--- config.mk ---
export PLATFORM = sky130hd
export DESIGN_NAME = executeUnit
export DESIGN_NICKNAME = d
export VERILOG_FILES = /design/src/logic/aluPkg.sv /design/src/logic/alu.sv /design/src/logic/branchCompare.sv /design/src/logic/claAdder32.sv /design/src/logic/claBlock4.sv /design/src/logic/executeReg.sv /design/src/logic/executeUnit.sv
export SDC_FILE = /design/constraint.sdc
export NUM_CORES = 1
export LEC_CHECK = 0
export BUFFER_PORTS_ARGS = -buffer_cell sky130_fd_sc_hd__buf_2
export CAP_MARGIN = 20
export CORE_MARGIN = 1.5
export CORE_UTILIZATION = 45
export CTS_CLUSTER_SIZE = 16
export DETAILED_ROUTE_END_ITERATION = 7
export PLACE_DENSITY_LB_ADDON = 0.2
export SLEW_MARGIN = 20
export SYNTH_ARGS = -nofsm -noshare
export SYNTH_HDL_FRONTEND = slang
export SYNTH_SLANG_ARGS = --single-unit
--- constraint.sdc ---
create_clock -name clk -period 7.4 [get_ports clk]
set_input_delay 1.11 -clock clk [delete_from_list [all_inputs] [get_ports clk]]
set_output_delay 1.11 -clock clk [all_outputs]
set_load 0.02 [all_outputs]
--- src/logic/aluPkg.sv ---
`default_nettype none

package aluPkg;

    // Datapath width
    localparam int xlen = 32;
    localparam int shamtWidth = 5;   // Low bits of operand B used by shifts

    localparam int aluOpWidth = 4;

    // ALU op codes
    localparam logic [aluOpWidth-1:0] opAnd  = 4'b0000;
    localparam logic [aluOpWidth-1:0] opOr   = 4'b0001;
    localparam logic [aluOpWidth-1:0] opAdd  = 4'b0010;
    localparam logic [aluOpWidth-1:0] opXor  = 4'b0011;
    localparam logic [aluOpWidth-1:0] opSll  = 4'b0100;
    localparam logic [aluOpWidth-1:0] opSrl  = 4'b0101;
    localparam logic [aluOpWidth-1:0] opSub  = 4'b0110;
    localparam logic [aluOpWidth-1:0] opSra  = 4'b0111;
    localparam logic [aluOpWidth-1:0] opSlt  = 4'b1000;
    localparam logic [aluOpWidth-1:0] opSltu = 4'b1001;

    localparam int branchCondWidth = 3;

    // Branch conditions as RISC-V funct3 values
    localparam logic [branchCondWidth-1:0] condEq  = 3'b000;
    localparam logic [branchCondWidth-1:0] condNe  = 3'b001;
    localparam logic [branchCondWidth-1:0] condLt  = 3'b100;
    localparam logic [branchCondWidth-1:0] condGe  = 3'b101;
    localparam logic [branchCondWidth-1:0] condLtu = 3'b110;
    localparam logic [branchCondWidth-1:0] condGeu = 3'b111;

endpackage

`default_nettype wire

--- src/logic/alu.sv ---
`timescale 1ns/1ns
`default_nettype none

module alu (
    input  wire  [aluPkg::xlen-1:0]       operandA,
    input  wire  [aluPkg::xlen-1:0]       operandB,
    input  wire  [aluPkg::aluOpWidth-1:0] aluOp,
    output logic [aluPkg::xlen-1:0]       result,
    output logic                          carry,
    output logic                          overflow,
    output logic                          zero
);

    import aluPkg::*;

    logic [xlen-1:0]       adderSum;
    logic                  subtract;
    logic [shamtWidth-1:0] shamt;
    logic                  lessSigned;
    logic                  lessUnsigned;

    // Compares share the subtract path
    assign subtract = (aluOp == opSub) || (aluOp == opSlt) || (aluOp == opSltu);

    claAdder32 u_claAdder32 (
        .a        (operandA),
        .b        (operandB),
        .subtract (subtract),
        .sum      (adderSum),
        .carry    (carry),
        .overflow (overflow)
    );

    assign shamt = operandB[shamtWidth-1:0];

    // Sign corrected by overflow gives a true signed compare
    assign lessSigned   = adderSum[xlen-1] ^ overflow;
    assign lessUnsigned = carry;               // Borrow out of a - b

    always_comb begin
        case (aluOp)
            opAdd, opSub: result = adderSum;
            opAnd:        result = operandA & operandB;
            opOr:         result = operandA | operandB;
            opXor:        result = operandA ^ operandB;
            opSll:        result = operandA << shamt;
            opSrl:        result = operandA >> shamt;
            opSra:        result = $unsigned($signed(operandA) >>> shamt);   // Sign fill
            opSlt: begin
                result = '0;
                result[0] = lessSigned;
            end
            opSltu: begin
                result = '0;
                result[0] = lessUnsigned;
            end
            default:      result = '0;         // Undefined op codes
        endcase
    end

    assign zero = (result == '0);

endmodule

`default_nettype wire

--- src/logic/branchCompare.sv ---
`timescale 1ns/1ns
`default_nettype none

module branchCompare (
    input  wire                               isBranch,
    input  wire  [aluPkg::branchCondWidth-1:0] branchCond,
    input  wire                               carry,      // Borrow from the SUB
    input  wire                               overflow,
    input  wire                               zero,
    input  wire                               negative,
    output logic                              taken
);

    import aluPkg::*;

    logic condMet;
    logic lessSigned;

    // Flags come from a - b
    assign lessSigned = negative ^ overflow;

    always_comb begin
        case (branchCond)
            condEq:  condMet = zero;
            condNe:  condMet = ~zero;
            condLt:  condMet = lessSigned;
            condGe:  condMet = ~lessSigned;
            condLtu: condMet = carry;
            condGeu: condMet = ~carry;
            default: condMet = 1'b0;           // Reserved funct3 values
        endcase
    end

    assign taken = isBranch & condMet;

endmodule

`default_nettype wire

--- src/logic/claAdder32.sv ---
`timescale 1ns/1ns
`default_nettype none

module claAdder32 (
    input  wire  [aluPkg::xlen-1:0] a,
    input  wire  [aluPkg::xlen-1:0] b,
    input  wire                     subtract,   // High for a - b
    output logic [aluPkg::xlen-1:0] sum,
    output logic                    carry,
    output logic                    overflow
);

    import aluPkg::*;

    localparam int numBlocks = xlen / 4;

    logic [xlen-1:0]      bMod;          // b or its ones complement
    logic [numBlocks:0]   blockCarry;
    logic                 carryIntoTop;  // Carry into the sign bit

    assign bMod = b ^ {xlen{subtract}};
    assign blockCarry[0] = subtract;     // Plus one completes the twos complement

    for (genvar i = 0; i < numBlocks; i++) begin : genBlock
        claBlock4 u_claBlock4 (
            .a        (a[4*i +: 4]),
            .b        (bMod[4*i +: 4]),
            .carryIn  (blockCarry[i]),
            .sum      (sum[4*i +: 4]),
            .carryOut (blockCarry[i+1])
        );
    end

    // Sum bit is a ^ b ^ c, so the carry into bit 31 falls out of it
    assign carryIntoTop = sum[xlen-1] ^ a[xlen-1] ^ bMod[xlen-1];
    assign overflow = carryIntoTop ^ blockCarry[numBlocks];

    // Reads as a borrow when subtracting
    assign carry = blockCarry[numBlocks] ^ subtract;

endmodule

`default_nettype wire

--- src/logic/claBlock4.sv ---
`timescale 1ns/1ns
`default_nettype none

module claBlock4 (
    input  wire  [3:0] a,
    input  wire  [3:0] b,
    input  wire        carryIn,
    output logic [3:0] sum,
    output logic       carryOut
);

    logic [3:0] g;   // Generate
    logic [3:0] p;   // Propagate
    logic [3:0] c;   // Carry into each bit

    assign g = a & b;
    assign p = a ^ b;

    // Flat two-level lookahead with no ripple inside the block
    assign c[0] = carryIn;
    assign c[1] = g[0] | (p[0] & carryIn);
    assign c[2] = g[1] | (p[1] & g[0]) | (p[1] & p[0] & carryIn);
    assign c[3] = g[2] | (p[2] & g[1]) | (p[2] & p[1] & g[0])
                | (p[2] & p[1] & p[0] & carryIn);
    assign carryOut = g[3] | (p[3] & g[2]) | (p[3] & p[2] & g[1])
                    | (p[3] & p[2] & p[1] & g[0])
                    | (p[3] & p[2] & p[1] & p[0] & carryIn);

    assign sum = p ^ c;

endmodule

`default_nettype wire

--- src/logic/executeReg.sv ---
`timescale 1ns/1ns
`default_nettype none

module executeReg (
    input  wire                     clk,
    input  wire                     reset,
    input  wire                     valid,
    input  wire                     flush,
    input  wire  [aluPkg::xlen-1:0] aluResult,
    input  wire                     carry,
    input  wire                     overflow,
    input  wire                     zero,
    input  wire                     taken,
    output logic [aluPkg::xlen-1:0] result,
    output logic                    carryOut,
    output logic                    overflowOut,
    output logic                    zeroOut,
    output logic                    branchTaken,
    output logic                    resultValid
);

    import aluPkg::*;

    logic keep;   // Item survives into the next stage

    assign keep = valid & ~flush;

    always_ff @(posedge clk) begin
        if (reset) begin
            result      <= {xlen{1'b0}};
            carryOut    <= 1'b0;
            overflowOut <= 1'b0;
            zeroOut     <= 1'b0;
            branchTaken <= 1'b0;
            resultValid <= 1'b0;
        end else begin
            // Data loads every cycle, flush or not
            result      <= aluResult;
            carryOut    <= carry;
            overflowOut <= overflow;
            zeroOut     <= zero;
            branchTaken <= keep & taken;
            resultValid <= keep;
        end
    end

endmodule

`default_nettype wire

--- src/logic/executeUnit.sv ---
`timescale 1ns/1ns
`default_nettype none

module executeUnit (
    input  wire                               clk,
    input  wire                               reset,
    input  wire                               valid,
    input  wire                               flush,
    input  wire  [aluPkg::aluOpWidth-1:0]      aluOp,
    input  wire  [aluPkg::xlen-1:0]            operandA,
    input  wire  [aluPkg::xlen-1:0]            operandB,
    input  wire                               isBranch,
    input  wire  [aluPkg::branchCondWidth-1:0] branchCond,
    output logic [aluPkg::xlen-1:0]            result,
    output logic                              carryOut,
    output logic                              overflowOut,
    output logic                              zeroOut,
    output logic                              branchTaken,
    output logic                              resultValid
);

    import aluPkg::*;

    logic [xlen-1:0] aluResult;
    logic            carry;
    logic            overflow;
    logic            zero;
    logic            taken;

    alu u_alu (
        .operandA (operandA),
        .operandB (operandB),
        .aluOp    (aluOp),
        .result   (aluResult),
        .carry    (carry),
        .overflow (overflow),
        .zero     (zero)
    );

    // Branches issue as SUB, so the ALU flags describe a - b
    branchCompare u_branchCompare (
        .isBranch   (isBranch),
        .branchCond (branchCond),
        .carry      (carry),
        .overflow   (overflow),
        .zero       (zero),
        .negative   (aluResult[xlen-1]),
        .taken      (taken)
    );

    executeReg u_executeReg (
        .clk         (clk),
        .reset       (reset),
        .valid       (valid),
        .flush       (flush),
        .aluResult   (aluResult),
        .carry       (carry),
        .overflow    (overflow),
        .zero        (zero),
        .taken       (taken),
        .result      (result),
        .carryOut    (carryOut),
        .overflowOut (overflowOut),
        .zeroOut     (zeroOut),
        .branchTaken (branchTaken),
        .resultValid (resultValid)
    );

endmodule

`default_nettype wire

# Yosys cells after proc, flatten, opt, wreduce, memory -nomap -nowiden
# Cells that the tools add are included.
# word_totals
regBits,37
inputBits,76
# classes
shifts,3
bitwise_logic,249
eq_ne,14
reduce_logical,6
mux,2
# ops
operator,n
32-bit one-hot mux with 9 select lines,1
1-bit bitwise AND,131
1-bit OR,80
32-bit bitwise XOR,2
4-bit bitwise XOR,16
32-bit bitwise AND,1
4-bit bitwise AND,8
32-bit logical NOT,1
32-bit OR,1
32-bit by 5-bit left shift with 32-bit output,1
32-bit by 5-bit >> shifter with 32-bit output,1
32-bit by 5-bit >>> shifter with 32-bit output,1
4-bit by 3-bit == test with 1-bit output (second input constant),4
3-bit == test (second input constant),4
4-bit by 2-bit == test with 1-bit output (second input constant),2
4-bit == test (second input constant),2
1-bit one-hot mux with 6 select lines,1
1-bit bitwise XOR,6
4-bit by 1-bit == test with 1-bit output (second input constant),1
4-bit logical NOT,1
1-bit inverter,4
3-bit by 1-bit == test with 1-bit output (second input constant),1
3-bit logical NOT,1
1-bit logical OR,2
2-bit OR reduction,1

# Logic depth before layout (Yosys ltp)
# logic_depth
ltp_word,35
ltp_mapped,27

# Modules after synthesis
# From an unflattened synthesis, not the netlist that was laid out.
# hier_totals
hier_cells,990
hier_area_um2,8521.9
# by_module_without_submodules
module,n_inst,seq_area_each_um2,cells_each,area_per_inst_um2
alu,1,0.0,761,5992.0
claBlock4,8,0.0,13,132.6
executeReg,1,740.7,77,1004.7
claAdder32,1,0.0,39,384.1
branchCompare,1,0.0,9,80.1

# Least setup slack after synthesis
# Ideal clock, no wire load.
# synth_path
path_kind,input -> register
startpoint,input aluOp[1] (netlist name)
endpoint,register u_executeReg.branchTaken
setup_slack_ns,0.989
required_time_ns,7.304
setup_time_ns,0.096
stages,27
t_arrival_ns,6.316
cell_sequence,buf_2 > or3b_1 > and2_1 > clkbuf_1 > clkbuf_1 > xnor2_1 > ha_1 > clkbuf_1 > nand4_1 > o22ai_1 > o41ai_1 > or2_2 > a21boi_0 > nand2_1 > a21oi_1 > fa_1 > xnor2_1 > a21oi_1 > o211a_1 > o211ai_1 > a2111oi_0 > nand4_1 > nor4_1 > nand4_1 > nor4b_2 > xnor2_1 > o41ai_2
# synth_between
elab_chain_len,35
# synth_lines
item,line_no,text
"start, declared",executeUnit.sv:9,"input wire [aluPkg::aluOpWidth-1:0] aluOp,"
4-bit by 3-bit == test with 1-bit output / 4-bit == test (equally long branches),"alu.sv:23, alu.sv:41",
1-bit logical OR (2 in series),alu.sv:23,assign subtract = (aluOp == opSub) || (aluOp == opSlt) || (aluOp == opSltu);
32-bit bitwise XOR,claAdder32.sv:21,assign bMod = b ^ {xlen{subtract}};
4-bit bitwise XOR / 4-bit bitwise AND (equally long branches),"claBlock4.sv:17, claBlock4.sv:16",
"1-bit bitwise AND, on equally long branches","claBlock4.sv:25, claBlock4.sv:26, claBlock4.sv:27",
"1-bit OR, or another cell as far along (2 in series)",claBlock4.sv:25,assign carryOut = g[3] | (p[3] & g[2]) | (p[3] & p[2] & g[1])
1-bit OR / 1-bit bitwise AND (equally long branches),"claBlock4.sv:26, claBlock4.sv:27",
1-bit OR,claBlock4.sv:27,| (p[3] & p[2] & p[1] & p[0] & carryIn);
[17 not listed],--,
1-bit bitwise XOR,claAdder32.sv:36,assign overflow = carryIntoTop ^ blockCarry[numBlocks];
1-bit bitwise XOR,alu.sv:37,assign lessSigned = adderSum[xlen-1] ^ overflow;
32-bit one-hot mux with 9 select lines,alu.sv:41,case (aluOp)
32-bit logical NOT,alu.sv:61,assign zero = (result == '0);
1-bit inverter,branchCompare.sv:25,condNe: condMet = ~zero;
1-bit one-hot mux with 6 select lines *,branchCompare.sv:23,case (branchCond)
1-bit bitwise AND *,branchCompare.sv:34,assign taken = isBranch & condMet;
1-bit bitwise AND *,executeReg.sv:42,branchTaken <= keep & taken;
"end signal, assigned",executeReg.sv:42,
"end, declared",executeReg.sv:18,"output logic branchTaken,"
# Every way passes the cells marked *; elsewhere a longest branch is shown, timed or not.
# A chain may end at the register's enable or synchronous reset.

# Worst setup path in the final report
# layout_path
startpoint,input aluOp[2] (netlist name)
endpoint,register u_executeReg.branchTaken
# Same word-level chain as after synthesis.

==> qor.csv <==
metric,value,unit
status,"complete, no violations",
post-CTS setup buffer count,0,
ranking of synthesized cells by area,"ha_1, dfxtp_1, mux4_2",
Post-Syn Instances,1180,
Yosys top cell area share,0.133,
H-Tree Depth,2,
"commonest cells after routing, fill and taps aside","buf_2, nor2_1, ha_1",
fin crit share,0.939,
power density over the cells,129,nW/um2
fin. max-slew vios,0,
Core Rows,51,
CP max stage cell,fa_1,
sequential share of the synthesized area,0.0811,
DR iter-0 viols,1253,
Synth async-reset ratio,0,
GRT Util Overall,0.373,
max frequency,0.144,GHz
Final TNS setup,0,ns
Hold WC Path Type,input port to flop,
"commonest non-fill, non-tap cell in the layout",buf_2,
P_leak,0.00447,uW
routed len/inst,27.2,um
clk slew on worst S/H paths,0.05,ns
DR vias,10150,
syn_area_per_cell,7.74,um2
Routed Antenna Nets,0,
Final Critical Period,6.95,ns
largest net degree at the start of global routing,55,
CTS tree,done,
count of cell types in the netlist,88,
worst ir drop on vdd,0.000111,V
final net count,1421,
synthesized flop and latch total,37,
Max-Cap Viols,0,
IO Pins,113,
layout cells sized above 1,0.189,
commonest register cell after synthesis,dfxtp_1,
die footprint,21100,um2
hold-fix buffers at CTS,0,
Top delay family on crit path,simple AND/OR/NAND/NOR gates,
"Hold Vio Cnt, Final",0,
Placer Congestion,1.07,
Crit Path Class,input port to flop,
initial core utilization,0.464,
Die Width,145,um
CP Buf/Inv Count,1,
crit path max fanout,21,
Detailed Routing Iterations Pass 1,8,
Core Region,19700,um2
number of global-route vias before repair,9233,
Max Root-Sink Buffers,2,
post-DP HPWL,31900,um
Tot Pwr,1290,uW
Die Ht,145,um
Root Buffer,clkbuf_16,
Post-Syn Nets,1360,
DRT Wirelength,41000,um
unrepaired setup endpoints after global routing,false,
CTS-repair resized insts,0,
buffers added on ports,112,
Crit path largest cell delay,0.53,ns
final setup fails,0,
first-pass GRT wire length,59900,um
Setup crit end kind,flop,
DRC,0,
Yosys top cell by area,ha_1,
Diodes inserted,0,
CP Data Required Time,7.58,ns
Syn. warnings,0,
Arrival @ worst endpoint,7.13,ns
Sink Count,37,
initial antenna violation count,0,
number of vias per cell,6.74,
Rel. slew slack,0.213,
total CTS buffers,5,
Post-synth EDFFs,0,
"critical path, cell by cell",buf_2 -> or3b_1 -> and2_2 -> xnor2_1 -> ha_1 -> nand4_1 -> a21oi_1 -> o211ai_1 -> and3_1 -> o31a_1 -> fa_1 -> a2bb2oi_1 -> nor3_1 -> a2111oi_2 -> o2111ai_1 -> nor4_1 -> nand4_1 -> nor4_1 -> nand4_1 -> nor4b_2 -> xnor2_1 -> o41ai_2,
Post-Syn Area,9130,um2
Tightest Pin Transition,1.17,ns
critical path launch point type,input port,
most frequent cell on the critical path,nand4_1,
global route total overflow,0,
Area growth syn-to-layout,9.79,%
synth_stat cells, drive strengths merged (11+ instances only):
cell    instances
clkbuf         41
nand3          26
a22oi          15
nand2b         15
nor2          101
a211oi         17
a21oi          70
and2           13
nor3           21
xnor2          44
nor2b          28
o21ai          64
o221ai         11
o211ai         21
o22ai          32
mux4           32
mux2           44
mux2i          63
dfxtp          37
inv            86
nand2          88
buf            42
ha             97
metal layers:
metal / GRT usage / up-vias / wire length, um
li1: - / 4510 / -
met2: 0.586 / 699 / 18000
met1: 0.502 / 4809 / 16700
met5: 0 / - / 0
met3: 0.0411 / 132 / 3840
met4: 0.196 / 0 / 2480
path summary, 6_finish.rpt:
path,from,end,slack [ns],cells after the start
max,aluOp[2],u_executeReg.branchTaken,0.45,22
min,flush,u_executeReg.resultValid,1.04,2
report_power, final:
group / switching [uW] / internal (uW) / leakage (uW)
Combinational: 503 / 295 / 0.00407
Clock: 79.5 / 194 / 0.0000944
Sequential: 3.44 / 216 / 0.000303
Total: 586 / 705 / 0.00447
cell families (layout without fill, tap and decap cells):
group | count (synthesis) | after routing | share of synthesized area
buf+inv | 170 | 232 | 0.0791
flops | 37 | 37 | 0.0811
xor+xnor | 53 | 53 | 0.0509
mux | 139 | 139 | 0.205
fa+ha+maj | 104 | 104 | 0.148
compound gates | 322 | 322 | 0.241
simple gates | 355 | 355 | 0.195
stage by stage:
step	setup WS, ns	utilization	area (um2)	hold slack [ns]	instances
after CTS	0.582	0.510	10000	1.04	1507
after global placement	0.334	0.500	9830	1.32	1499
after floorplan	0.989	-	9130	1.21	1180
after global routing	0.0852	0.510	10000	1.05	1507
after detailed placement	0.337	0.500	9830	1.33	1499
final	0.452	0.510	10000	1.04	1507
state kept, by name, indices dropped and copies added (netlist names):
signal and cells:
u_executeReg.result 32, u_executeReg.zeroOut 1, u_executeReg.branchTaken 1, u_executeReg.carryOut 1, u_executeReg.resultValid 1, u_executeReg.overflowOut 1
final cells by class:
cell class              count  area (um2)
clock inverters             3        68.8
clock buffers               5         125
repair buffers            137         751
flip-flops and latches     37         741
inverters                  87         327
multi-input cells         973        7680
well taps                 265         332
fillers                  2034        9630
(Power assumes the default switching activity.)
